`src/traffic_pkg.sv`:
```
package traffic_pkg;

   ////////////////////////////////////////////////////////////
   // widths and divider ratios
   ////////////////////////////////////////////////////////////

   localparam int timer_w    = 6;         // phase timer, longest phase is 60 ticks
   localparam int tick_cnt_w = 24;        // clk divider

   localparam int unsigned tick_slow_count = 13_350_000; // normal speed
   localparam int unsigned tick_fast_count = 1_350_000;  // debug speed

   typedef logic [timer_w-1:0]    timer_t;
   typedef logic [tick_cnt_w-1:0] tick_cnt_t;

   ////////////////////////////////////////////////////////////
   // phases of the signal cycle
   ////////////////////////////////////////////////////////////

   typedef enum logic [3:0] {
      ew_green,      // east-west through traffic
      ew_walk,       // ew green plus walk lamps
      ew_flash,      // ew green, dont walk flashing
      ew_clear,      // ew green, crossing clearing
      ew_amber,
      all_red_a,     // ew to ns changeover
      sb_left,       // southbound protected left
      ns_walk,
      ns_flash,
      ns_clear,
      ns_green,
      ns_amber,
      all_red_b,     // ns to ew changeover
      phase_spare    // never entered
   } phase_e;

   // phase length in ticks
   function automatic timer_t phase_duration(input phase_e ph);
      case (ph)
         ew_green:  return timer_t'(60);
         ew_walk:   return timer_t'(10);
         ew_flash:  return timer_t'(20);
         ew_clear:  return timer_t'(30);
         ew_amber:  return timer_t'(6);
         all_red_a: return timer_t'(2);
         sb_left:   return timer_t'(20);
         ns_walk:   return timer_t'(10);
         ns_flash:  return timer_t'(20);
         ns_clear:  return timer_t'(30);
         ns_green:  return timer_t'(60);
         ns_amber:  return timer_t'(6);
         all_red_b: return timer_t'(2);
         default:   return '0;            // spare has no length
      endcase
   endfunction

   ////////////////////////////////////////////////////////////
   // requests and lamps
   ////////////////////////////////////////////////////////////

   // synchronized key levels, 1 = requested
   typedef struct packed {
      logic left_turn;
      logic walk_ns;
      logic walk_ew;
   } requests_t;

   // one approach, all active low
   typedef struct packed {
      logic red;
      logic amber;
      logic green;
      logic walk;
      logic dont_walk;
   } approach_lamps_t;

   typedef struct packed {
      approach_lamps_t north;
      approach_lamps_t south;
      approach_lamps_t east;
      approach_lamps_t west;
      logic            sb_left_arrow; // active low
   } signal_heads_t;

endpackage

```
`src/phase_sequencer.sv`:
```
`timescale 1ns/1ps

module phase_sequencer (
   input  logic                clk,
   input  logic                reset,
   input  logic                left_turn_key,  // active low
   input  logic                walk_ns_key,    // active low
   input  logic                walk_ew_key,    // active low
   input  logic                phase_done,
   output traffic_pkg::phase_e phase,
   output traffic_pkg::phase_e next_phase
);

   traffic_pkg::requests_t req_meta;   // first sync stage
   traffic_pkg::requests_t req;        // synchronized, 1 = requested

   ////////////////////////////////////////////////////////////
   // key synchronizers
   ////////////////////////////////////////////////////////////

   // keys are inverted on the way in so the struct holds active high
   always_ff @(posedge clk or negedge reset) begin
      if (!reset) begin
         req_meta <= '0;
         req      <= '0;
      end else begin
         req_meta.left_turn <= ~left_turn_key;
         req_meta.walk_ns   <= ~walk_ns_key;
         req_meta.walk_ew   <= ~walk_ew_key;
         req                <= req_meta;
      end
   end

   ////////////////////////////////////////////////////////////
   // next phase selection
   ////////////////////////////////////////////////////////////

   // requests are plain levels sampled at phase end
   always_comb begin
      case (phase)
         traffic_pkg::ew_green:  next_phase = traffic_pkg::ew_amber;
         traffic_pkg::ew_walk:   next_phase = traffic_pkg::ew_flash;
         traffic_pkg::ew_flash:  next_phase = traffic_pkg::ew_clear;
         traffic_pkg::ew_clear:  next_phase = traffic_pkg::ew_amber;
         traffic_pkg::ew_amber:  next_phase = traffic_pkg::all_red_a;
         traffic_pkg::all_red_a: begin
            if (req.left_turn) begin
               next_phase = traffic_pkg::sb_left;   // protected left first
            end else if (req.walk_ns) begin
               next_phase = traffic_pkg::ns_walk;
            end else begin
               next_phase = traffic_pkg::ns_green;
            end
         end
         traffic_pkg::sb_left: begin
            next_phase = req.walk_ns ? traffic_pkg::ns_walk : traffic_pkg::ns_green;
         end
         traffic_pkg::ns_walk:   next_phase = traffic_pkg::ns_flash;
         traffic_pkg::ns_flash:  next_phase = traffic_pkg::ns_clear;
         traffic_pkg::ns_clear:  next_phase = traffic_pkg::ns_amber;
         traffic_pkg::ns_green:  next_phase = traffic_pkg::ns_amber;
         traffic_pkg::ns_amber:  next_phase = traffic_pkg::all_red_b;
         traffic_pkg::all_red_b: begin
            next_phase = req.walk_ew ? traffic_pkg::ew_walk : traffic_pkg::ew_green;
         end
         default:                next_phase = traffic_pkg::ew_green; // recover from spare
      endcase
   end

   ////////////////////////////////////////////////////////////
   // phase register
   ////////////////////////////////////////////////////////////

   always_ff @(posedge clk or negedge reset) begin
      if (!reset) begin
         phase <= traffic_pkg::ew_green;
      end else if (phase_done) begin
         phase <= next_phase;             // advance on last tick
      end
   end

   // phase only moves when the timer runs out
   a_phase_hold: assert property (@(posedge clk) disable iff (!reset)
      !phase_done |=> $stable(phase));

   a_no_spare: assert property (@(posedge clk) disable iff (!reset)
      phase != traffic_pkg::phase_spare);

endmodule

```
`config.mk`:
```
export PLATFORM = sky130hd
export DESIGN_NAME = phase_sequencer
export DESIGN_NICKNAME = d
export VERILOG_FILES = /design/src/traffic_pkg.sv /design/src/phase_sequencer.sv
export SDC_FILE = /design/constraint.sdc
export NUM_CORES = 1
export LEC_CHECK = 0
export BUFFER_PORTS_ARGS = -buffer_cell sky130_fd_sc_hd__buf_2
export CORE_AREA = 2 2 39 41
export DETAILED_ROUTE_END_ITERATION = 10
export DIE_AREA = 0 0 41 43
export GPL_TIMING_DRIVEN = 0
export PLACE_DENSITY_LB_ADDON = 0.25
export SETUP_SLACK_MARGIN = 0.3
export SYNTH_ARGS = -nofsm -noshare
export SYNTH_HDL_FRONTEND = slang
export SYNTH_SLANG_ARGS = --single-unit
export TNS_END_PERCENT = 10
```
`constraint.sdc`:
```
create_clock -name clk -period 1.25 [get_ports clk]
set_input_delay 0.1875 -clock clk [delete_from_list [all_inputs] [get_ports clk]]
set_output_delay 0.1875 -clock clk [all_outputs]
set_load 0.02 [all_outputs]
```
Word-level counts from Yosys, hierarchy flattened

Index checks and enable logic that the tools add are counted.

Equality and inequality tests: 12
Mux-type cells: 4
Bitwise logic cells: 3
Reduce and logical (&&, ||, !) cells: 3

Operator list:

| kind                                                                  | number |
|---|---|
| 4-bit one-hot mux with 11 select lines                                | 1 |
| 4-bit equality test, second input constant                            | 5 |
| 4-bit by 3-bit equality test with 1-bit output, second input constant | 4 |
| 4-bit by 2-bit equality test with 1-bit output, second input constant | 2 |
| 4-bit 2-to-1 mux                                                      | 2 |
| 4-bit by 1-bit equality test with 1-bit output, second input constant | 1 |
| 4-bit logical NOT                                                     | 1 |
| 2-bit OR reduction                                                    | 2 |
| 1-bit NOT                                                             | 3 |
| 1-bit 2-to-1 mux                                                      | 1 |

Register bits after elaboration: 10
Input port bits: 6
Output and inout port bits: 8
Word-level logic and storage cells: 29

Depth between registers and ports, before layout

Depth in word-level cells: 3
Depth in mapped cells: 4
Mapped depth without buffers: 3

Worst setup path before layout

OpenSTA, ideal clock, no wires.

Kind: flip-flop to output port
Start: register phase[2]
End: output port next_phase[2]
Arrival time: 1378 ps
Required time: 1062 ps
Slack: -316 ps
Stages on the path, launching flop included: 5
Path buffers: 1
Path through: dfrtp_1 -> buf_4 -> inv_1 -> o32a_1 -> o22ai_1

Word-level cells in the longest chain between the ends: 3
Elaborated cells between the ends (all ways): 16
Those cells by class: 12 x eq/ne; 1 x mux; 3 x reduce/logical

RTL lines:

| item                                        | line                  | source |
|---|---|---|
| start, declared                             | phase_sequencer.sv:10 | `output traffic_pkg::phase_e phase,` |
| start signal, assigned                      | phase_sequencer.sv:76 | `phase <= traffic_pkg::ew_green;` |
| start signal, assigned                      | phase_sequencer.sv:78 | `phase <= next_phase;` |
| 4-bit equality test (tied with other cells) | phase_sequencer.sv:40 | `case (phase)` |
| 2-bit OR reduction (no line)                | n/a                   |  |
| 4-bit one-hot mux with 11 select lines (*)  | phase_sequencer.sv:40 |  |
| end, declared                               | phase_sequencer.sv:11 | `output traffic_pkg::phase_e next_phase` |

Mark *: on every way between the ends. The rest lies on a longest branch, timed or not.

Final worst setup path

Start: register phase[3]
End: output port next_phase[0]

The elaborated chain is that of the path after synthesis.

==> metrics <==
failing checks=negative setup slack; ratio of cells with drive above 1 in the final layout=0.418; final setup vio count=5; Synth Area in Compound Gates=0.200; Core Util, Final=0.495; top post-synthesis cells by area=dfrtp_1, inv_1, buf_2, a311oi_2, nand2_1; Setup crit start kind=flop; Root Buffer=clkbuf_4; clk_skew=0.00415 ns; post-synthesis mux area share=0.0225; Area growth syn-to-layout=37.0%; RSZ-0062 raised after global routing=yes; Psw=0.000846 W; crit path kind=flop to primary output; Synth area leader=dfrtp_1; largest family of logic cells by synthesized area=compound AO/OA/AOI/OAI gates; routability cong.=0.713; Crit. End Element=primary output; Vias=397; CTS Sinks=10; Slowest cell on crit path=dfrtp_2; first-pass GRT wire length=1460 um; critical path's top delay family=simple AND/OR/NAND/NOR gates; Crit path arrival time=1.56 ns; CTS max path bufs=2; Post-synth ARST share=1.00; Final TNS setup=-1.45 ns; Clock Latency Late Sink=0.25 ns; All-Layer GR Usage=0.129; EDFF count, synth=0; Max Slew Vio Count=0; internal power consumption=0.00118 W; DR DRC count=0; crit-path cells=or3b_1 > a311oi_2 > or2_4 > buf_6; Row Count=14; fillers=134; Final Cycle Share=1.40; sequential cell area fraction in the yosys report=0.500; Die W=41 um; HPWL Detailed=679 um; Hold Crit Class=input port to flop; Synth Area in Simple Gates=0.170; fmax=0.572 GHz; core area=0.00138 mm2; Mapped Avg Cell Area=10.2 um2; Layout Cells excl Fill=83; gr ovfl total=0; CTS Buf Count=3; Required @ worst endpoint=1.06 ns; outcome=finished with violations; DR WL/cell=10.7 um; Worst-path clk slew=0.06 ns; most frequent cell after synthesis=dfrtp_1; fin crit period=1.75 ns; PwrDens=2950 mW/mm2; vias in the first global route=365; Multi-input gate area=231 um2; Net Sw Frac=0.418; PortBufs=13; CTS tree=built; slew at the pin closest to its max-slew limit=0.270 ns; Primary FF master, synth=dfrtp_1; Total Wirelength=884 um; Antenna Cells=0; post-synthesis adder-cell area fraction=0; cell area after synthesis=500 um2; Yosys top cell area share=0.500; initial DRC count=1; top cells by count, synth=dfrtp_1, inv_1, nand2_1; Worst Path Buf+Inv=1; Rel. slew slack=0.820; Cells after Synth=49; Seq cells post-synth=10; largest net degree at the start of global routing=11; Hold Vio Cnt, Final=0; Worst VDD drop=1140 uV; H-Tree Depth=1; initial antenna violation count=0; Combinational Power Share=0.672; Die Y=43 um; post-synth net total=55; fin worst setup slack=-0.499 ns; Leakage=0.337 nW; Total Power=0.00202 W; # placed instances=78; Synth Area in XOR/XNOR=0.0175; synth warn=0; max incr delay on CP=0.40 ns; Seq pwr share=0.223; maxcap violations=0; 1st-pass router iterations=3; Die ar.=0.00176 mm2; number of vias per cell=4.78; Detail Route Antenna Nets=0; Seq. cell area=251 um2; io pins=14; dpl ws=-0.318 ns; crit-path max FO=3; Initial Util=0.362; clock share of power=0.105; Yosys cell types=26; Reg2Reg Setup Slack=-0.02 ns; final layout net count=74
## layer usage
layer / global-route usage / vias up / share of wire
li1: - / 201 / -
met1: 0.151 / 186 / 0.45
met2: 0.191 / 8 / 0.51
met3: 0.0314 / 2 / 0.031
met4: 0.100 / 0 / 0.0068
met5: 0 / - / 0
## registers in the layout, summed over array words and instances, names as in the netlist
name and cells:
req 3, req_meta 3, phase 4
## placed cells by master (no fill, tap or decap), types with 2 or more instances in the layout
| cell type | n |
|---|---|
| buf_2 | 9 |
| dfrtp_1 | 9 |
| inv_1 | 6 |
| buf_6 | 5 |
| nand2_1 | 4 |
| buf_4 | 3 |
| clkbuf_4 | 3 |
| nand2b_1 | 2 |
| o21ai_1 | 2 |
| a21oi_1 | 2 |
## cells by family after synthesis
logic type / Yosys count
flops: 10
compound gates: 13
buf+inv: 10
mux: 1
xor+xnor: 1
simple gates: 14
## power groups by stage
stage	Sequential, W	Clock, W	Combinational [W]
floorplan	0.000528	0	0.000795
global placement	0.000445	0	0.00115
detailed placement	0.000447	0	0.00116
CTS	0.000453	0.000227	0.00135
global route	0.000467	0.000248	0.00147
finish	0.000452	0.000212	0.00136
## worst register-to-register path: cells and delay by family, from the launching register on
| kind | cells | cell delay [ns] |
|---|---|---|
| AOI/OAI and AO/OA | 2 | 0.44 |
| DFF | 1 | 0.40 |
| and+or+nand+nor | 1 | 0.36 |
## area by class of cell
cell class                 instances  area share
multi-input combinational         29       0.338
inverter                           6      0.0328
buffer                             4      0.0602
clock buffer                       4      0.0383
tap                               16      0.0292
timing repair buffer              14       0.135
sequential                        10       0.367
## metrics by stage
step	cell area (um2)	hold slack (ns)
4_1_cts	683	0.0609
3_5_place_dp	603	0.0497
3_3_place_gp	603	0.0500
5_1_grt	686	0.0497
6_report	686	0.0714
2_1_floorplan	518	-0.108
## final timing paths
check	from	end	depth (start not counted)
min	walk_ew_key	req_meta[0]	2
max in group asynchronous	reset	phase[3]	2
max	phase[3]	next_phase[0]	4
max reg2reg	phase[3]	phase[0]	3
min in group asynchronous	reset	req[2]	2
min reg2reg	req_meta[0]	req[0]	0
## what timing repair did
action | in CTS | in global routing
endpoints found under the setup margin | 12 | 12
hold buffers | 1 | 0
endpoints found under the hold margin | 10 | 0
resized for setup | 13 | 3
setup buffers | 0 | 0
pin swaps | 4 | 2
Power figures use the tool's default switching activity.
