**src/traffic_pkg.sv**
```systemverilog
package traffic_pkg;

   ////////////////////////////////////////////////////////////
   // widths and divider ratios
   ////////////////////////////////////////////////////////////

   localparam int timer_w    = 6;         // phase timer, longest phase is 60 ticks
   localparam int tick_cnt_w = 24;        // clk divider

   localparam int unsigned tick_slow_count = 13_350_000; // normal speed
   localparam int unsigned tick_fast_count = 1_350_000;  // debug speed

   typedef logic [timer_w-1:0]    timer_t;
   typedef logic [tick_cnt_w-1:0] tick_cnt_t;

   ////////////////////////////////////////////////////////////
   // phases of the signal cycle
   ////////////////////////////////////////////////////////////

   typedef enum logic [3:0] {
      ew_green,      // east-west through traffic
      ew_walk,       // ew green plus walk lamps
      ew_flash,      // ew green, dont walk flashing
      ew_clear,      // ew green, crossing clearing
      ew_amber,
      all_red_a,     // ew to ns changeover
      sb_left,       // southbound protected left
      ns_walk,
      ns_flash,
      ns_clear,
      ns_green,
      ns_amber,
      all_red_b,     // ns to ew changeover
      phase_spare    // never entered
   } phase_e;

   // phase length in ticks
   function automatic timer_t phase_duration(input phase_e ph);
      case (ph)
         ew_green:  return timer_t'(60);
         ew_walk:   return timer_t'(10);
         ew_flash:  return timer_t'(20);
         ew_clear:  return timer_t'(30);
         ew_amber:  return timer_t'(6);
         all_red_a: return timer_t'(2);
         sb_left:   return timer_t'(20);
         ns_walk:   return timer_t'(10);
         ns_flash:  return timer_t'(20);
         ns_clear:  return timer_t'(30);
         ns_green:  return timer_t'(60);
         ns_amber:  return timer_t'(6);
         all_red_b: return timer_t'(2);
         default:   return '0;            // spare has no length
      endcase
   endfunction

   ////////////////////////////////////////////////////////////
   // requests and lamps
   ////////////////////////////////////////////////////////////

   // synchronized key levels, 1 = requested
   typedef struct packed {
      logic left_turn;
      logic walk_ns;
      logic walk_ew;
   } requests_t;

   // one approach, all active low
   typedef struct packed {
      logic red;
      logic amber;
      logic green;
      logic walk;
      logic dont_walk;
   } approach_lamps_t;

   typedef struct packed {
      approach_lamps_t north;
      approach_lamps_t south;
      approach_lamps_t east;
      approach_lamps_t west;
      logic            sb_left_arrow; // active low
   } signal_heads_t;

endpackage

```
**src/lamp_decoder.sv**
```systemverilog
`timescale 1ns/1ps

module lamp_decoder (
   input  traffic_pkg::phase_e        phase,
   input  logic                       flash,
   output traffic_pkg::signal_heads_t heads
);

   logic ew_go, ew_amb, ew_walk_ph, ew_flash_ph;   // east-west axis
   logic ns_go, ns_amb, ns_walk_ph, ns_flash_ph;   // north-south axis
   logic left_ph;

   // lamps of one approach, 0 = lit
   function automatic traffic_pkg::approach_lamps_t axis_lamps(
      input logic go,
      input logic amb,
      input logic walk_ph,
      input logic flash_ph,
      input logic flash_lvl
   );
      traffic_pkg::approach_lamps_t l;
      l.green = ~go;
      l.amber = ~amb;
      l.red   = go | amb;                 // red whenever nothing else shows
      l.walk  = ~walk_ph;
      if (walk_ph) begin
         l.dont_walk = 1'b1;              // dark while walking
      end else if (flash_ph) begin
         l.dont_walk = ~flash_lvl;        // lit on the high half of flash
      end else begin
         l.dont_walk = 1'b0;              // steady
      end
      return l;
   endfunction

   ////////////////////////////////////////////////////////////
   // phase groups
   ////////////////////////////////////////////////////////////

   assign ew_go = phase inside {traffic_pkg::ew_green, traffic_pkg::ew_walk,
                                traffic_pkg::ew_flash, traffic_pkg::ew_clear};
   assign ns_go = phase inside {traffic_pkg::ns_walk, traffic_pkg::ns_flash,
                                traffic_pkg::ns_clear, traffic_pkg::ns_green};

   assign ew_amb      = (phase == traffic_pkg::ew_amber);
   assign ns_amb      = (phase == traffic_pkg::ns_amber);
   assign ew_walk_ph  = (phase == traffic_pkg::ew_walk);
   assign ns_walk_ph  = (phase == traffic_pkg::ns_walk);
   assign ew_flash_ph = (phase == traffic_pkg::ew_flash);
   assign ns_flash_ph = (phase == traffic_pkg::ns_flash);
   assign left_ph     = (phase == traffic_pkg::sb_left);

   ////////////////////////////////////////////////////////////
   // signal heads
   ////////////////////////////////////////////////////////////

   always_comb begin
      heads.east  = axis_lamps(ew_go, ew_amb, ew_walk_ph, ew_flash_ph, flash);
      heads.west  = axis_lamps(ew_go, ew_amb, ew_walk_ph, ew_flash_ph, flash);
      heads.north = axis_lamps(ns_go, ns_amb, ns_walk_ph, ns_flash_ph, flash);
      // south shows amber beside the arrow during the protected left
      heads.south = axis_lamps(ns_go, ns_amb | left_ph, ns_walk_ph, ns_flash_ph, flash);
      heads.sb_left_arrow = ~left_ph;
   end

endmodule

```
**config.mk**
```make
export PLATFORM = sky130hd
export DESIGN_NAME = lamp_decoder
export DESIGN_NICKNAME = d
export VERILOG_FILES = /design/src/traffic_pkg.sv /design/src/lamp_decoder.sv
export SDC_FILE = /design/constraint.sdc
export NUM_CORES = 1
export LEC_CHECK = 0
export BUFFER_PORTS_ARGS = -buffer_cell sky130_fd_sc_hd__buf_2
export CAP_MARGIN = 20
export CORE_AREA = 2 2 39 41
export DETAILED_ROUTE_END_ITERATION = 10
export DIE_AREA = 0 0 41 43
export GPL_TIMING_DRIVEN = 0
export SETUP_SLACK_MARGIN = 0.15
export SYNTH_ARGS = -nofsm -noshare
export SYNTH_HDL_FRONTEND = slang
export SYNTH_SLANG_ARGS = --single-unit
export TNS_END_PERCENT = 100
```
**constraint.sdc**
```tcl
create_clock -name vclk -period 1.37
set_input_delay 0.137 -clock vclk [all_inputs]
set_output_delay 0.137 -clock vclk [all_outputs]
set_load 0.05 [all_outputs]
```
# Word-level counts from Yosys, hierarchy flattened
# Index checks and enable logic that the tools add are counted.
# word_totals
regBits,0
inputBits,5
# op_classes
n_eq_ne,10
n_mux,4
bitwise,13
n_reduce_logical,3
# op_table
op,n
"4-bit equality test, second input constant",4
"4-bit by 3-bit equality test with 1-bit output, second input constant",3
1-bit NOT,9
"4-bit by 2-bit equality test with 1-bit output, second input constant",2
4-bit nonzero test,2
"4-bit by 1-bit equality test with 1-bit output, second input constant",1
4-bit logical NOT,1
1-bit two-way mux,4
1-bit OR,4

# Logic depth before layout (Yosys ltp)
# Gate-level depths: netlist of run 1.
# depth
word_depth,3
depth_mapped,4

# Worst setup path before layout of run 1
# Ideal clock, no wire load.
# synth_timing
path_kind,input port to output port
from,input phase[0]
to,output heads[18] (netlist bit)
arrival_time_ns,2.412
slack_ns,-1.179
cell_stages,4
path_cell_list,buf_6 -> nand4b_1 -> a21boi_0 -> buf_4
# synth_rtl
item,line_no,rtl
"start, declared",lamp_decoder.sv:4,"input traffic_pkg::phase_e phase,"
"end, declared",lamp_decoder.sv:6,output traffic_pkg::signal_heads_t heads

==> results.tsv, run 1 <==
metric	value	unit
overflow	0	
final-setup-viol-count	0	
yosysTopAreaCellShare	29.67	%
cp_max_fo	8	
grt_pass1_vias	198	
grt_max_degree	11	
numPortBuffers	24	
place_area	446.7	um^2
grt_use_total	6.593	%
rsz0062_at_grt	no	
drc	0	
flops_and_latches	0	
coreArea	0.001384	mm^2
routabilityCongestion	0.5733	
worst_slew_pin_slew	350.5	ps
slew_headroom	76.59	%
status	completed	
ant_nets	0	
drv_slew	0	
die_w	41	um
hpwl	521.2	um
routed_wl	634	um
vias_per_cell	3.853	
drtPass1Iterations	2	
tns	0	ps
crit_path_end_kind	primary output	
ios	26	
die-area	0.001763	mm^2
synth_warnings	0	
synth_fp_nets	38	
final.min_clock_period	1189	ps
p_per_area	457.5	mW/mm^2
arrival	1050	ps
drtIter0Drc	2	
crit_type	in2out	
fin_hold_ws	621.0	ps
finalPower	0.2324	mW
ir_worst_vdd	139.4	uV
max_cap_viol_count	0	
drive_gt1_share	77.97	%
crit_required	1230	ps
initial_core_util	16.46	%
multiInputGateArea	206.4	um^2
antenna_found_initial	0	
nClkBuffers	0	
num_rows	14	
num-fill-cells	157	
finalHoldViolCount	0	
dieHeight	43	um
nets	66	
synth.distinct_cells	20	
netlist_area	227.7	um^2
diodes	0	
hp-class	in2out	
synthTopCellsByArea	buf_4 30%, or2_1 8.2%, nor2b_1 5.5%, buf_6 4.9%, nand2_1 4.9%	
startpoint	phase[2]	
syn_area_per_cell	6.901	um^2
power.leakage	0.2390	nW
syn_to_final_growth	123.1	%
yosysSeqAreaShare	0	%
timing.fmax	0.8410	GHz
synth_cells	33	
crit_end	heads[7]	
num_vias	289	
seqCellArea	0	um^2
min_period_over_period	86.80	%
grt_pass1_wl	876	um
wl_per_cell	8.453	um
final_cell_area	508.0	um^2
synth_top_cell_by_area	buf_4	
start_kind	primary input	
==> placed cells by master (no fill, tap or decap), drive strengths merged <==
cell    count
or2b        1
or3b        1
nand3       1
nand3b      1
clkbuf      1
or2         3
nand2       3
and3b       1
nand2b      1
o21ai       1
a21oi       2
buf        35
nor3b       1
o31ai       1
a21boi      1
nand4b      1
nor2        1
nor2b       2
a21o        1
==> through the flow <==
step / setup slack (ps) / utilization [%] / instances
after detailed placement: 44.05 / 32.28 / 73
after global routing: 158.0 / 36.71 / 75
after floorplan: -312.3 / - / 33
after global placement: 54.90 / 32.28 / 73
final: 180.9 / 36.71 / 75
after CTS: 110.9 / 34.99 / 75
==> routing by layer <==
layer,wire length (um),GRT usage (%)
met1,270,11.39
met2,309,9.375
met3,55,0
met4,0,0
met5,0,0
==> worst min path at each step <==
| stage | cells after the start | from | endpoint | slack [ps] |
|---|---|---|---|---|
| 6_report | 3 | phase[3] | heads[5] | 620 |
| 4_1_cts | 3 | phase[1] | heads[14] | 620 |
| 5_1_grt | 3 | phase[3] | heads[5] | 630 |
| 3_5_place_dp | 3 | phase[1] | heads[14] | 620 |
| 2_1_floorplan | 1 | phase[3] | heads[5] | 330 |
| 3_3_place_gp | 3 | phase[1] | heads[14] | 620 |
==> synthesized netlist by cell type, types with 2 or more instances <==
master and n:
nand2_1 3, buf_4 9, or2_1 3, nor2b_1 2
==> critical path, stage by stage <==
cell,delay [ps]
buf_4,140
or2_4,250
or2_4,250
buf_4,130
buf_6,140
==> power by group <==
group	total [mW]	switching [mW]	leakage, nW	internal, mW
clock	0	0	0	0
sequential	0	0	0	0
combinational	0.232	0.149	0.239	0.0838
total	0.232	0.149	0.239	0.0838
==> final cells by class <==
type	instances	share of cell area, %
multi-input combinational	23	40.64
buffer	10	20.69
tap	16	3.941
timing repair buffer	26	34.73
==> cell families (layout without fill, tap and decap cells) <==
| logic type | Yosys count | after routing | share of synthesized area (%) |
|---|---|---|---|
| compound gates | 6 | 6 | 18.13 |
| buf+inv | 10 | 36 | 34.61 |
| simple gates | 17 | 17 | 47.26 |
==> what timing repair did <==
| action | 4_1_cts | 5_1_grt |
|---|---|---|
| endpoints found under the setup margin | 7 | 8 |
| hold buffers | 0 | 0 |
| buffers inserted | 2 | 0 |
| resized for setup | 8 | 10 |
| pin swaps | 1 | 1 |
Note: power is estimated with default switching activity, not from simulation.
==> run 2: changes to the inputs <==
==> constraint.sdc (replaced) <==
create_clock -name vclk -period 1.37
set_input_delay 0.2055 -clock vclk [all_inputs]
set_output_delay 0.2055 -clock vclk [all_outputs]
set_load 0.05 [all_outputs]
==> results.tsv, run 2 (same netlist as run 1, synthesis figures left out) <==
metric	value	unit
min_from	flash	
drive_gt1_share	85.48	%
hold_buffers	0	
grt_use_total	8.991	%
grt_max_degree	11	
max_cap_viol_count	0	
crit_path_end_kind	primary output	
timing.fmax	0.7669	GHz
wl_per_cell	9.333	um
ant_nets	0	
ir_worst_vdd	137.7	uV
grtUsageMet3	0	%
drc	0	
syn_to_final_growth	161.0	%
final_common_cell	buf_4	
layout_common_cells	13 x buf_4, 12 x buf_6, 7 x buf_2	
nClkBuffers	0	
worst_slew_pin_slew	243.9	ps
slew_headroom	83.74	%
intPower	0.1018	mW
drv_slew	0	
fin_ws	66.12	ps
grt_pass1_wl	1.179	mm
busiest_layer	met2	
hold_depth	3	
antenna_found_initial	0	
rsz0062_at_grt	yes	
finalHoldViolCount	0	
drtIter0Drc	4	
coreArea	0.001384	mm^2
p_per_area	429.8	mW/mm^2
p_sw_share	60.14	%
dieHeight	43	um
crit_required	1160	ps
routed_wl	728	um
final.min_clock_period	1304	ps
use_met1	11.08	%
power.leakage	0.2779	nW
num_vias	322	
overflow	0	
die-area	0.001763	mm^2
nets	69	
min_period_over_period	95.17	%
num_rows	14	
clockPowerShare	0	%
cp_max_fo	10	
seq_power_share	0	%
routabilityCongestion	0.6228	
crit_type	in2out	
final-setup-viol-count	0	
numPortBuffers	24	
status	completed	
ios	26	
finalPower	0.2554	mW
diodes	0	
combPwrFrac	100.0	%
p_sw	0.1536	mW
vias_per_cell	4.128	
tns	0	ps
initial_core_util	16.46	%
whs_endpoint	heads[11]	
start_kind	primary input	
hp-class	in2out	
met2_usage	17.19	%
die_w	41	um
arrival	1100	ps
seqCellArea	0	um^2
grt_pass1_vias	270	
hpwl	527.5	um
flops_and_latches	0	
drtPass1Iterations	4	
pre_cts_ws	-118.3	ps
run 2: cell count changes in the layout (fill, tap and decap cells not counted), sizes merged:
cell	delta
clkbuf	+1
buf	+2
run 2: layer usage:
layer | share of wire (%) | vias up
met5 | 0 | -
li1 | - | 162
met4 | 0 | 0
met3 | 6.3 | 0
met2 | 56 | 14
met1 | 37 | 146
run 2: what timing repair did:
| item | 4_1_cts | 5_1_grt |
|---|---|---|
| setup endpoints to repair | 16 | 14 |
| pin swaps | 2 | 0 |
| setup buffers | 4 | 1 |
| resized for setup | 23 | 14 |
run 2: worst max-delay path, cell delays in order:
cell	delay (ps)
buf_8	110
or2b_1	260
or2_4	260
buf_8	120
buf_8	140
run 2: power groups by stage:
| stage | Sequential (mW) | Clock (mW) | Combinational, mW |
|---|---|---|---|
| 3_5_place_dp | 0 | 0 | 0.216 |
| 5_1_grt | 0 | 0 | 0.268 |
| 3_3_place_gp | 0 | 0 | 0.214 |
| 4_1_cts | 0 | 0 | 0.244 |
| 6_report | 0 | 0 | 0.255 |
| 2_1_floorplan | 0 | 0 | 0.175 |
run 2: worst max path at each step:
stage          startpoint   endpoint  cells past startpoint
6_report         phase[1]   heads[7]                      5
4_1_cts          phase[0]   heads[6]                      5
3_3_place_gp     phase[3]  heads[18]                      5
5_1_grt          phase[0]   heads[6]                      5
2_1_floorplan    phase[0]  heads[16]                      4
3_5_place_dp     phase[3]  heads[18]                      5
run 2: per-stage QoR:
stage	instance area (um^2)	utilization (%)	std cells	hold slack (ps)
floorplan	316.6	-	33	466.8
global placement	456.7	33.00	73	758.8
detailed placement	456.7	33.00	73	758.9
CTS	555.5	40.14	77	734.5
global route	594.3	42.95	78	730.5
finish	594.3	42.95	78	717.7
run 2: area by class of cell:
class,count,area (um^2)
fill,144,789.5
timing repair buffer,29,245.2
multi-input combinational,23,216.5
buffer,10,112.6
tap,16,20.02
==> run 3: changes to the inputs <==
--- a/config.mk
+++ b/config.mk
@@ -7,10 +7,13 @@
 export LEC_CHECK = 0
 export BUFFER_PORTS_ARGS = -buffer_cell sky130_fd_sc_hd__buf_2
 export CAP_MARGIN = 20
-export CORE_AREA = 2 2 39 41
+export CELL_PAD_IN_SITES_DETAIL_PLACEMENT = 2
+export CELL_PAD_IN_SITES_GLOBAL_PLACEMENT = 2
+export CORE_MARGIN = 1.5
+export CORE_UTILIZATION = 17
 export DETAILED_ROUTE_END_ITERATION = 10
-export DIE_AREA = 0 0 41 43
 export GPL_TIMING_DRIVEN = 0
+export PLACE_DENSITY_LB_ADDON = 0.1
 export SETUP_SLACK_MARGIN = 0.15
 export SYNTH_ARGS = -nofsm -noshare
 export SYNTH_HDL_FRONTEND = slang
==> results.tsv, run 3 (same netlist as run 1, synthesis figures left out) <==
metric	value	unit
status	completed	
ios	26	
initial_core_util	17.95	%
grtUsageMet3	0.5682	%
num-fill-cells	139	
nClkBuffers	0	
arrival	1090	ps
hp-class	in2out	
stdcell_count	80	
drive_gt1_share	84.62	%
power.leakage	0.3018	nW
die_w	39.60	um
rsz0062_at_grt	yes	
antenna_found_initial	0	
syn_to_final_growth	181.9	%
drc	0	
worst_slew_pin_slew	260.4	ps
fin_hold_ws	763.9	ps
vias_per_cell	4.475	
layout_common_cells	13 x buf_4, 11 x buf_6, 9 x buf_2	
drv_slew	0	
crit_path_end_kind	primary output	
critPathSlowestCell	or2_4	
grt_use_total	14.60	%
crit_end	heads[7]	
hold_buffers	0	
routabilityCongestion	0.6026	
cp_max_fo	8	
startpoint	phase[2]	
max_cap_viol_count	0	
wl_per_cell	13.35	um
place_area	455.4	um^2
num_rows	13	
numPortBuffers	24	
min_period_over_period	94.73	%
crit_path_cell_trace	buf_12 > or2_4 > or2_4 > buf_8 > buf_8	
use_met1	17.33	%
crit_type	in2out	
final_common_cell	buf_4	
fin_ws	72.13	ps
timing.fmax	0.7705	GHz
pre_cts_ws	-129.8	ps
grt_pass1_vias	355	
final_cell_area	641.9	um^2
overflow	0	
tns	0	ps
busiest_layer	met2	
drtPass1Iterations	1	
seqCellArea	0	um^2
grt_max_degree	9	
coreArea	0.001269	mm^2
drtIter0Drc	0	
finalPower	0.2758	mW
num_vias	358	
place_inst	72	
met2_usage	29.51	%
fin_util	50.59	%
die-area	0.001568	mm^2
flops_and_latches	0	
nets	72	
dieHeight	39.60	um
slew_headroom	82.76	%
ant_nets	0	
final-setup-viol-count	0	
ir_worst_vdd	173.3	uV
p_per_area	429.8	mW/mm^2
crit_path_max_incr_delay	270	ps
diodes	0	
start_kind	primary input	
final.min_clock_period	1298	ps
routed_wl	1.068	mm
finalHoldViolCount	0	
crit_required	1160	ps
grt_pass1_wl	1.600	mm
==> run 3: cell count changes in the layout (fill, tap and decap cells not counted), sizes merged <==
cell / previous run / this run
buf: 37 / 41
clkbuf: 2 / 1
==> run 3: critical path: cells and delay by family <==
kind,cells,cell delay [ps]
and+or+nand+nor,2,520
buffers and inverters,3,370
==> run 3: timing repair <==
action | 4_1_cts | 5_1_grt
pin swaps | 4 | 1
buffers inserted | 7 | 1
gates resized for setup | 31 | 10
endpoints found under the setup margin | 17 | 12
==> run 3: how the worst min path moves through the flow <==
stage | start | to | cells after the start
2_1_floorplan | phase[3] | heads[5] | 1
3_5_place_dp | phase[1] | heads[14] | 3
6_report | phase[3] | heads[5] | 3
4_1_cts | phase[3] | heads[5] | 3
3_3_place_gp | phase[1] | heads[14] | 3
5_1_grt | phase[3] | heads[5] | 3
==> run 3: power by group <==
group | leakage (nW) | switching (mW) | internal [mW]
Sequential | 0 | 0 | 0
Combinational | 0.302 | 0.160 | 0.116
Clock | 0 | 0 | 0
Total | 0.302 | 0.160 | 0.116
==> run 3: layer usage <==
| layer | vias up | part of all wire [%] |
|---|---|---|
| met3 | 0 | 5.8 |
| met1 | 173 | 37 |
| met2 | 17 | 57 |
| li1 | 168 | - |
| met4 | 0 | 0 |
| met5 | - | 0 |
==> run 3: final cells by class <==
cell class / instances / area, um^2 / share of cell area, %
multi-input cells: 23 / 214.0 / 33.33
plain buffers: 10 / 122.6 / 19.10
well taps: 15 / 18.77 / 2.924
repair buffers: 32 / 286.5 / 44.64
