## src/traffic_pkg.sv

```systemverilog
package traffic_pkg;

   ////////////////////////////////////////////////////////////
   // widths and divider ratios
   ////////////////////////////////////////////////////////////

   localparam int timer_w    = 6;         // phase timer, longest phase is 60 ticks
   localparam int tick_cnt_w = 24;        // clk divider

   localparam int unsigned tick_slow_count = 13_350_000; // normal speed
   localparam int unsigned tick_fast_count = 1_350_000;  // debug speed

   typedef logic [timer_w-1:0]    timer_t;
   typedef logic [tick_cnt_w-1:0] tick_cnt_t;

   ////////////////////////////////////////////////////////////
   // phases of the signal cycle
   ////////////////////////////////////////////////////////////

   typedef enum logic [3:0] {
      ew_green,      // east-west through traffic
      ew_walk,       // ew green plus walk lamps
      ew_flash,      // ew green, dont walk flashing
      ew_clear,      // ew green, crossing clearing
      ew_amber,
      all_red_a,     // ew to ns changeover
      sb_left,       // southbound protected left
      ns_walk,
      ns_flash,
      ns_clear,
      ns_green,
      ns_amber,
      all_red_b,     // ns to ew changeover
      phase_spare    // never entered
   } phase_e;

   // phase length in ticks
   function automatic timer_t phase_duration(input phase_e ph);
      case (ph)
         ew_green:  return timer_t'(60);
         ew_walk:   return timer_t'(10);
         ew_flash:  return timer_t'(20);
         ew_clear:  return timer_t'(30);
         ew_amber:  return timer_t'(6);
         all_red_a: return timer_t'(2);
         sb_left:   return timer_t'(20);
         ns_walk:   return timer_t'(10);
         ns_flash:  return timer_t'(20);
         ns_clear:  return timer_t'(30);
         ns_green:  return timer_t'(60);
         ns_amber:  return timer_t'(6);
         all_red_b: return timer_t'(2);
         default:   return '0;            // spare has no length
      endcase
   endfunction

   ////////////////////////////////////////////////////////////
   // requests and lamps
   ////////////////////////////////////////////////////////////

   // synchronized key levels, 1 = requested
   typedef struct packed {
      logic left_turn;
      logic walk_ns;
      logic walk_ew;
   } requests_t;

   // one approach, all active low
   typedef struct packed {
      logic red;
      logic amber;
      logic green;
      logic walk;
      logic dont_walk;
   } approach_lamps_t;

   typedef struct packed {
      approach_lamps_t north;
      approach_lamps_t south;
      approach_lamps_t east;
      approach_lamps_t west;
      logic            sb_left_arrow; // active low
   } signal_heads_t;

endpackage

```

## src/phase_timer.sv

```systemverilog
`timescale 1ns/1ps

module phase_timer (
   input  logic                clk,
   input  logic                reset,
   input  logic                tick,
   input  traffic_pkg::phase_e next_phase,
   output logic                phase_done
);

   traffic_pkg::timer_t count;   // ticks left in the current phase

   ////////////////////////////////////////////////////////////
   // phase end detect
   ////////////////////////////////////////////////////////////

   // last tick of the phase, sequencer advances on this edge
   assign phase_done = tick && (count == traffic_pkg::timer_t'(1));

   ////////////////////////////////////////////////////////////
   // down counter
   ////////////////////////////////////////////////////////////

   always_ff @(posedge clk or negedge reset) begin
      if (!reset) begin
         count <= traffic_pkg::phase_duration(traffic_pkg::ew_green);
      end else if (phase_done) begin
         // load the phase that is being entered
         count <= traffic_pkg::phase_duration(next_phase);
      end else if (tick) begin
         count <= count - 1'b1;           // one step per tick, 1 is caught by phase_done
      end
   end

   // a zero here means the sequencer handed over the spare phase
   a_count_nonzero: assert property (@(posedge clk) disable iff (!reset)
      count != '0);

endmodule

```

## config.mk

```make
export PLATFORM = sky130hd
export DESIGN_NAME = phase_timer
export DESIGN_NICKNAME = d
export VERILOG_FILES = /design/src/traffic_pkg.sv /design/src/phase_timer.sv
export SDC_FILE = /design/constraint.sdc
export NUM_CORES = 1
export LEC_CHECK = 0
export ABC_CLOCK_PERIOD_IN_PS = 1850
export BUFFER_PORTS_ARGS = -buffer_cell sky130_fd_sc_hd__buf_2
export CORE_AREA = 2 2 39 41
export CTS_CLUSTER_DIAMETER = 80
export DETAILED_ROUTE_END_ITERATION = 10
export DIE_AREA = 0 0 41 43
export GPL_ROUTABILITY_DRIVEN = 0
export PLACE_DENSITY = 0.69
export SYNTH_ARGS = -nofsm -noshare
export SYNTH_HDL_FRONTEND = slang
export SYNTH_SLANG_ARGS = --single-unit
export TNS_END_PERCENT = 1
```

## constraint.sdc

```tcl
create_clock -name clk -period 1.85 [get_ports clk]
set_clock_uncertainty 0.2 [all_clocks]
set_input_delay 0.0925 -clock clk [delete_from_list [all_inputs] [get_ports clk]]
set_output_delay 0.0925 -clock clk [all_outputs]
set_load 0.005 [all_outputs]
```

Word level (Yosys, flattened, before mapping)
Memory sizes are Yosys's and may differ from the RTL's.
Index checks and enable logic that the tools add are counted.
{ "classes": {"add_sub_neg": 1, "eq_ne": 1, "mux": 2, "reduce_logical": 2} }
{ "op_table": {"columns": ["cell", "n"], "rows": [
  ["2-to-1 mux 6 bit", 2],
  ["equality test 6 x 1 -> 1 bit, second input constant", 1],
  ["subtractor 6 x 1 -> 6 bit, second input constant", 1],
  ["nonzero test 2 bit", 1],
  ["logical AND 1 bit", 1]
]} }
{ "word_totals": {"reg_bits": 6, "romBits": 80, "input_bits": 7, "memories": 1} }
{ "mem_list": {"columns": ["name", "depth", "width", "read_ports", "rd_clocked_by_memory_dff", "write_ports", "line", "text"], "rows": [
  ["(name not given)", 16, 5, 1, 0, 0, "traffic_pkg.sv:39", "case (ph)"]
]} }

Logic depth before layout (Yosys ltp)
Gate-level depths: netlist of the first run.
{ "logic_depth": {"word_depth": 3, "ltp_mapped": 7} }

Worst setup path after synthesis of the first run
Ideal clock, no wire load.
{ "synth_path": {"kind": "reg-to-reg", "start": "register count[0]", "end": "register count[3]", "arrival_time_ns": 1.423, "required_time_ns": 1.571, "slack_ns": 0.149, "stages_incl_launch_ff": 7, "n_path_buf": 1, "cell_sequence": "dfrtp_1 -> ha_1 -> and3b_1 -> and2_4 -> buf_6 -> o21a_1 -> o211a_1"} }
{ "synth_between": {"elab_chain_len": 3, "word_cells_on_any_way": 6} }
{ "synth_rtl": {"columns": ["item", "line", "text"], "rows": [
  ["from (decl)", "phase_timer.sv:11", "traffic_pkg::timer_t count;"],
  ["from (signal assigned)", "phase_timer.sv:26", "count <= traffic_pkg::phase_duration(traffic_pkg::ew_green);"],
  ["from (signal assigned)", "phase_timer.sv:29", "count <= traffic_pkg::phase_duration(next_phase);"],
  ["from (signal assigned)", "phase_timer.sv:31", "count <= count - 1'b1;"],
  ["equality test 6 x 1 -> 1 bit (*)", "phase_timer.sv:18", "assign phase_done = tick && (count == traffic_pkg::timer_t'(1));"],
  ["logical AND 1 bit (*)", "phase_timer.sv:18", null],
  ["named net phase_done", "phase_timer.sv:8", "output logic phase_done"],
  ["2-to-1 mux 6 bit or nonzero test 2 bit (tied branches)", null, null]
]} }
Mark *: on every way through the listed nets, which the timed path passes. The rest lies on a longest branch. The select of a mux whose other input is x is not followed.
A chain may end at the register's enable or synchronous reset.

Worst setup path in the final report of the first run
{ "layout_path": {"start": "register count[1]", "end": "output port phase_done"} }
{ "layout_between": {"elab_chain_len": 2} }
{ "layout_rtl": {"columns": ["item", "line"], "rows": [
  ["equality test 6 x 1 -> 1 bit", "phase_timer.sv:18"],
  ["logical AND 1 bit", "phase_timer.sv:18"],
  ["to (decl)", "phase_timer.sv:8"]
]} }
No other way between the ends.

==> results of run 1 <==
==> stage by stage <==
step / power, mW / setup WS [ns]
detailed placement: 0.587 / 0.161
finish: 0.722 / 0.124
global placement: 0.579 / 0.210
floorplan: 0.517 / 0.149
global route: 0.778 / 0.0263
CTS: 0.727 / 0.121
==> synthesized netlist by cell type, types with 3 or more instances <==
library cell  count  area (µm²)
dfstp_2           4         105
inv_1             5        18.8
nand3_1           3        15.0
o21ai_0           5        25.0
nor2_1            4        15.0
nand2_1           3        11.3
ha_1              7        87.6
nor3_1            4        20.0
==> path summary, 6_finish.rpt <==
kind                       startpoint          to  slack [ns]
max                          count[1]  phase_done        0.12
max reg2reg                  count[1]    count[3]        0.16
max in group asynchronous       reset    count[3]        1.23
min                             reset    count[0]       0.002
min reg2reg                  count[4]    count[4]        0.36
min in group clk                 tick    count[4]        0.01
==> cell type report <==
| type | count | area, µm² |
|---|---|---|
| timing repair buffer | 8 | 45.0 |
| tap | 16 | 20.0 |
| inverter | 5 | 18.8 |
| multi-input combinational | 48 | 350 |
| sequential | 6 | 155 |
| clock buffer | 4 | 26.3 |
| fill | 133 | 768 |
==> cells by family after synthesis <==
logic type      synth area share
simple gates               0.224
compound gates             0.199
buf+inv                   0.0776
fa+ha+maj                  0.160
flops                      0.283
mux                       0.0571
==> critical path, delay by kind of cell (launching register included) <==
family,cells,cell delay [ns]
DFF,1,0.40
adders and majority gates,1,0.17
buffers and inverters,2,0.21
and+or+nand+nor,2,0.40
==> layer usage <==
metal	vias up	track usage	wire (µm)
li1	241	-	-
met1	257	0.156	493
met2	7	0.256	612
met3	0	0.0628	22
met4	0	0.0400	0
met5	-	0	0
==> power breakdown <==
part	internal, mW	switching, mW	total, mW
sequential	0.224	0.0809	0.305
clock	0.0820	0.0522	0.134
combinational	0.139	0.144	0.283
==> what timing repair did <==
item / CTS / global route
hold buffers: 1 / 0
endpoints found under the hold margin: 6 / 0
setup endpoints to repair: 0 / 0
gates resized for setup: 0 / 0
==> impl_results.md, run 1 <==
* Status: complete, no violations
* H-tree levels at 1
* Die area at 1760 µm²
* Most frequent cells in the layout: ha_1 (7), buf_2 (7), inv_1 (5), o21ai_0 (5)
* Max stage delay on crit path at 0.40 ns
* Dpl cells at 82
* Total number of vias at 505
* Maximum buffer depth of the clock tree at 2
* Fin area at 616 µm²
* Max reg flops at 6
* Final setup violation count at 0
* Die Width at 41 µm
* Hold crit path type: in -> async
* Tmin final at 1.73 ns
* P&R area growth vs syn at 12.3%
* Sequential share of the synthesized area at 0.283
* Area of the core at 1380 µm²
* ANT cells at 0
* Post-synth EDFFs at 0
* Crit. End Element: primary output
* Post-route ant nets at 0
* Die height at 43 µm
* Initial antenna violation count at 0
* Routed length per placed instance at 13.0 µm
* Io pins at 8
* Worst Reg-to-Reg Cells at 6
* TritonCTS buffer count at 3
* Layout cells sized above 1 at 0.239
* Cell area power density at 1170 nW/µm²
* Required time worst endpoint at 1.56 ns
* Slowest CP cell: dfrtp_1
* Rows at 14
* Ys flop type: dfstp_2
* Worst-path fanout max at 8
* Worst slew margin at 0.821
* Cells after Synth at 63
* Netlist cell types at 29
* TNS Setup at 0 ns
* Layout Cells excl Fill at 87
* Post-synth ARST share at 1.00
* Synth Warn # at 0
* Total track usage at 0.149
* Post-CTS setup buffer count at 0
* Worst Path Arrival at 1.43 ns
* Largest net degree at the start of global routing at 13
* CP cell instances: inv_1, ha_1, and3b_1, and2_4, buf_2
* Hold_ws at 0.00202 ns
* Port Buffers at 7
* Clk root buf: clkbuf_4
* Biggest register: count
* Max-cap violations at 0
* Avg Synthesized Cell Area at 8.70 µm²
* Slew @ Worst Pin at 0.266 ns
* Largest regs: count x6
* RSZ-0062 raised after global routing: false
* #FFs+latches synth at 6
* Utilization after layout at 0.445
* # clock sinks at 6
* Final Cycle Share at 0.933
* Leakage at 0.294 nW
* Max VDD drop at 440 µV
* Fin. Hold Viols at 0
* Final count of pins violating max slew at 0
* Clock transition at path regs at 0.05 ns
* CTS tree: built
* Final HPWL DP at 890 µm
* Initial Utilization at 0.396
* Max Clk Rate at 579 MHz
* Vias per inst at 5.80
* Syn Std Cell Area at 548 µm²
* GRT overflow at 0
* DR iter-0 viols at 19
* First drt pass iteration count at 4
* Clock latency on the worst-skew pair at 0.25 ns
* Placed Area at 579 µm²
* Global-route wire length before repair at 1770 µm
* Drt drc at 0
* Final net count at 86
* Total Routed Length at 1130 µm
* Crit Path Class: reg -> out
* Startpoint types: register
* Vias in the first global route at 451
* Post-Syn Nets at 77
No activity file was read; power rests on OpenSTA's default activity.
==> run 2: changes to the inputs <==
==> constraint.sdc (replaced) <==
create_clock -name clk -period 1.85 [get_ports clk]
set_clock_uncertainty 0.2 [all_clocks]
set_input_delay 0.0925 -clock clk [delete_from_list [all_inputs] [get_ports clk]]
set_output_delay 0.0925 -clock clk [all_outputs]
set_load 0.1 [all_outputs]
==> impl_results.md, run 2 (same netlist as run 1, synthesis figures left out) <==
* Tot Pwr at 0.762 mW (was 0.722 mW)
* Biggest register: count (unchanged)
* Layout cells sized above 1 at 0.278 (was 0.239)
* ANT cells at 0 (unchanged)
* Worst-path fanout max at 8 (unchanged)
* Clock Power Share at 0.166 (was 0.186)
* Rows at 14 (unchanged)
* Startpoint types: register (unchanged)
* Clock latency on the worst-skew pair at 0.24 ns (was 0.25 ns)
* Worst Path Arrival at 1.47 ns (was 1.43 ns)
* Final HPWL DP at 879 µm (was 890 µm)
* Die height at 43 µm (unchanged)
* Max stage delay on crit path at 0.44 ns (was 0.40 ns)
* Crit Path Class: reg -> out (unchanged)
* Area of the core at 1380 µm² (unchanged)
* TritonCTS buffer count at 3 (unchanged)
* Drt drc at 0 (unchanged)
* Vias per inst at 5.52 (was 5.80)
* Io pins at 8 (unchanged)
* Routed length per placed instance at 12.3 µm (was 13.0 µm)
* Sw Share at 0.386 (was 0.383)
* Final Cycle Share at 0.954 (was 0.933)
* Die Width at 41 µm (unchanged)
* TNS Setup at 0 ns (unchanged)
* Maximum buffer depth of the clock tree at 2 (unchanged)
* Post-route ant nets at 0 (unchanged)
* Comb pwr share at 0.437 (was 0.392)
* RSZ-0062 raised after global routing: false (unchanged)
* Clk root buf: clkbuf_4 (unchanged)
* Cell area power density at 1190 nW/µm² (was 1170 nW/µm²)
* Die area at 1760 µm² (unchanged)
* Final setup violation count at 0 (unchanged)
* Clock transition at path regs at 0.05 ns (about the same)
* Worst slew margin at 0.822 (was 0.821)
* Required time worst endpoint at 1.56 ns (about the same)
* Tmin final at 1.76 ns (was 1.73 ns)
* P&R area growth vs syn at 16.9% (was 12.3%)
* Placed Area at 594 µm² (was 579 µm²)
* Status: complete, no violations (unchanged)
* Initial antenna violation count at 0 (unchanged)
* Global-route wire length before repair at 1700 µm (was 1770 µm)
* # clock sinks at 6 (unchanged)
* Fin. Hold Viols at 0 (unchanged)
* Leakage at 0.300 nW (was 0.294 nW)
* CP cell instances: ha_1, and3b_2, and2_4, buf_12 (was inv_1, ha_1, and3b_1, and2_4, buf_2)
* Commonest non-fill, non-tap cell in the layout: ha_1
* First drt pass iteration count at 2 (was 4)
* CTS tree: built (unchanged)
* Largest regs: count x6 (unchanged)
* Cell internal pwr at 0.468 mW (was 0.445 mW)
* DR iter-0 viols at 5 (was 19)
* Initial Utilization at 0.396 (unchanged)
* Total Routed Length at 1090 µm (was 1130 µm)
* Final net count at 87 (was 86)
* Seq pwr share at 0.397 (was 0.422)
* Total number of vias at 486 (was 505)
* Final count of pins violating max slew at 0 (unchanged)
* Max reg flops at 6 (unchanged)
* Largest net degree at the start of global routing at 13 (unchanged)
* Layout Cells excl Fill at 88 (was 87)
* Max-cap violations at 0 (unchanged)
* Most frequent cells in the layout: ha_1 (7), buf_2 (6), inv_1 (5), o21ai_0 (5) (was ha_1 (7), buf_2 (7), inv_1 (5), o21ai_0 (5))
* Port Buffers at 7 (unchanged)
* Vias in the first global route at 449 (was 451)
* Dpl cells at 82 (unchanged)
* Net Sw Power at 0.294 mW (was 0.277 mW)
* Fin area at 641 µm² (was 616 µm²)
* Slew @ Worst Pin at 0.265 ns (was 0.266 ns)
* Total track usage at 0.146 (was 0.149)
* GRT overflow at 0 (unchanged)
* Slowest CP cell: dfrtp_2 (was dfrtp_1)
* Fillers at 143 (was 133)
* Max Clk Rate at 567 MHz (was 579 MHz)
* Max VDD drop at 451 µV (was 440 µV)
* Crit. End Element: primary output (unchanged)
* H-tree levels at 1 (unchanged)
* Hold crit path type: in -> async (unchanged)
==> run 2: per-stage QoR <==
step | hold WS, ns | worst slack (ns) | utilization
6_report | 0.0124 | 0.0853 | 0.463
3_3_place_gp | -0.275 | 0.180 | 0.429
5_1_grt | 0.0321 | 0.0180 | 0.463
4_1_cts | 0.000952 | 0.0512 | 0.456
3_5_place_dp | -0.274 | 0.140 | 0.429
2_1_floorplan | -0.403 | 0.0546 | -
==> run 2: layout make-up <==
cell class / instances / area [µm²] / share of cell area
Clock buffer: 4 / 26.3 / 0.0410
Inverter: 5 / 18.8 / 0.0293
Multi-Input combinational cell: 48 / 352 / 0.549
Sequential cell: 6 / 156 / 0.244
Tap cell: 16 / 20.0 / 0.0313
Timing Repair Buffer: 9 / 67.6 / 0.105
==> run 2: worst max-delay path: cells and delay by family (launching register included) <==
| family | cells | cell delay, ns |
|---|---|---|
| fa+ha+maj | 1 | 0.23 |
| buf+inv | 1 | 0.17 |
| simple gates | 2 | 0.40 |
| flops | 1 | 0.44 |
==> run 2: power groups by stage <==
stage	sequential, mW	combinational [mW]	clock (mW)
final	0.302	0.333	0.126
after global placement	0.302	0.296	0
after detailed placement	0.304	0.314	0
after CTS	0.303	0.317	0.135
after floorplan	0.284	0.249	0
after global routing	0.312	0.376	0.144
==> run 2: what timing repair did <==
item	in CTS	in global routing
hold buffers	1	0
setup endpoints to repair	0	1
setup buffers	0	1
gates resized for setup	0	2
endpoints found under the hold margin	6	0
==> run 2: path summary, 6_finish.rpt <==
check,from,end,slack (ns),cells after the start
max,count[0],phase_done,0.09,4
min,reset,count[1],0.01,2
max reg2reg,count[0],count[3],0.13,5
min reg2reg,count[4],count[4],0.36,2
max in group asynchronous,reset,count[5],1.21,2
min in group clk,tick,count[4],0.03,3
==> run 2: routing by layer <==
layer	up-vias	routed length, µm	track usage
li1	244	-	-
met1	237	490	0.154
met2	5	579	0.241
met3	0	15	0.0628
met4	0	0	0.0600
met5	-	0	0
==> run 3: changes to the inputs <==
--- a/config.mk
+++ b/config.mk
@@ -13,6 +13,7 @@
 export DIE_AREA = 0 0 41 43
 export GPL_ROUTABILITY_DRIVEN = 0
 export PLACE_DENSITY = 0.69
+export RECOVER_POWER = 50
 export SYNTH_ARGS = -nofsm -noshare
 export SYNTH_HDL_FRONTEND = slang
 export SYNTH_SLANG_ARGS = --single-unit
==> impl_results.md, run 3 (same netlist as run 1, synthesis figures left out) <==
* Final setup violation count at 0 (unchanged)
* Register Area at 156 µm² (unchanged)
* Largest regs: count x6 (unchanged)
* Maximum buffer depth of the clock tree at 2 (unchanged)
* Vias in the first global route at 449 (unchanged)
* Hold crit path type: in -> reg (was in -> async)
* GRT overflow at 0 (unchanged)
* Required time worst endpoint at 1.56 ns (about the same)
* Hold_ws at 0.0314 ns (was 0.0124 ns)
* Dpl cells at 82 (unchanged)
* Max Clk Rate at 567 MHz (about the same)
* TNS Setup at 0 ns (unchanged)
* WL met1 at 488 µm (was 490 µm)
* Max VDD drop at 450 µV (was 451 µV)
* Post-route ant nets at 0 (unchanged)
* Port Buffers at 7 (unchanged)
* Global-route wire length before repair at 1700 µm (unchanged)
* Post-Place Worst Slack at 0.140 ns (unchanged)
* Final net count at 87 (unchanged)
* Largest net degree at the start of global routing at 13 (unchanged)
* Die Width at 41 µm (unchanged)
* Routed length per placed instance at 12.3 µm (about the same)
* Rows at 14 (unchanged)
* Worst Path Arrival at 1.47 ns (about the same)
* Fillers at 143 (unchanged)
* Vias per inst at 5.51 (was 5.52)
* Final Cycle Share at 0.954 (about the same)
* Biggest register: count (unchanged)
* Final WS setup at 0.0853 ns (about the same)
* Die height at 43 µm (unchanged)
* Max-cap violations at 0 (unchanged)
* Layout Cells excl Fill at 88 (unchanged)
* Final HPWL DP at 879 µm (unchanged)
* CTS tree: built (unchanged)
* DR top layer: met3 (unchanged)
* H-tree levels at 1 (unchanged)
* DR iter-0 viols at 5 (unchanged)
* Drt drc at 0 (unchanged)
* Die area at 1760 µm² (unchanged)
* RSZ-0062 raised after global routing: false (unchanged)
* Total track usage at 0.146 (unchanged)
* Tmin final at 1.76 ns (about the same)
* Initial Utilization at 0.396 (unchanged)
* Area of the core at 1380 µm² (unchanged)
* Fin area at 639 µm² (was 641 µm²)
* Metal2 WL at 579 µm (unchanged)
* Clock latency on the worst-skew pair at 0.24 ns (about the same)
* Fin. Hold Viols at 0 (unchanged)
* ANT cells at 0 (unchanged)
* Placed Area at 594 µm² (unchanged)
* Leakage at 0.297 nW (was 0.300 nW)
* Initial antenna violation count at 0 (unchanged)
* Clock transition at path regs at 0.05 ns (about the same)
* Startpoint types: register (unchanged)
* Multi-input logic area at 352 µm² (unchanged)
* Commonest non-fill, non-tap cell in the layout: ha_1 (unchanged)
* Max reg flops at 6 (unchanged)
* Io pins at 8 (unchanged)
* Worst-path fanout max at 8 (unchanged)
* Total Routed Length at 1080 µm (was 1090 µm)
* Met3 wire len at 15 µm (unchanged)
* Utilization after layout at 0.462 (was 0.463)
* Slew @ Worst Pin at 0.356 ns (was 0.265 ns)
* Crit. End Element: primary output (unchanged)
* Clk root buf: clkbuf_4 (unchanged)
* Total number of vias at 485 (was 486)
* First drt pass iteration count at 2 (unchanged)
* Tot Pwr at 0.761 mW (was 0.762 mW)
* # clock sinks at 6 (unchanged)
* Final count of pins violating max slew at 0 (unchanged)
* Layout cells sized above 1 at 0.264 (was 0.278)
* P&R area growth vs syn at 16.7% (was 16.9%)
* Status: complete, no violations (unchanged)
* Most frequent cells in the layout: ha_1 (7), inv_1 (5), o21ai_0 (5), buf_2 (5) (was ha_1 (7), buf_2 (6), inv_1 (5), o21ai_0 (5))
* Cell area power density at 1190 nW/µm² (about the same)
* Worst slew margin at 0.763 (was 0.822)
* TritonCTS buffer count at 3 (unchanged)
* Crit Path Class: reg -> out (unchanged)
run 3: cell types whose count changed in the layout (fill, tap and decap cells not counted), sizes merged:
cell	change
buf	-1
clkbuf	+1
run 3: path summary, 6_finish.rpt:
kind | start | end | slack [ns] | depth (start not counted)
hold / removal | tick | count[4] | 0.03 | 3
setup reg to reg | count[0] | count[3] | 0.13 | 5
min in group asynchronous | reset | count[1] | 0.07 | 2
max in group asynchronous | reset | count[5] | 1.07 | 2
setup / recovery | count[0] | phase_done | 0.09 | 4
hold reg to reg | count[4] | count[4] | 0.36 | 2
run 3: area by class of cell:
class                   instances  area share
multi-input cells              48       0.550
flip-flops and latches          6       0.245
repair buffers                  9       0.104
clock buffers                   4      0.0411
well taps                      16      0.0313
inverters                       5      0.0294
run 3: repair_timing:
action	in CTS	in global routing
setup endpoints to repair	0	1
hold buffers	1	0
setup buffers	0	1
endpoints found under the hold margin	6	0
gates resized for setup	0	2
run 3: power breakdown:
| group | total [mW] | internal [mW] | switching, mW |
|---|---|---|---|
| Combinational | 0.332 | 0.160 | 0.173 |
| Clock | 0.126 | 0.0815 | 0.0449 |
| Sequential | 0.302 | 0.226 | 0.0759 |
| Total | 0.761 | 0.468 | 0.294 |
run 3: routing by layer:
layer | GRT usage | vias to the layer above
met5 | 0 | -
met2 | 0.241 | 5
met4 | 0.0600 | 0
li1 | - | 244
met3 | 0.0628 | 0
met1 | 0.154 | 236
run 3: critical path: stages, from the launching register on:
cell and delay (ns):
dfrtp_2 0.44, ha_1 0.23, and3b_2 0.23, and2_4 0.17, buf_12 0.17
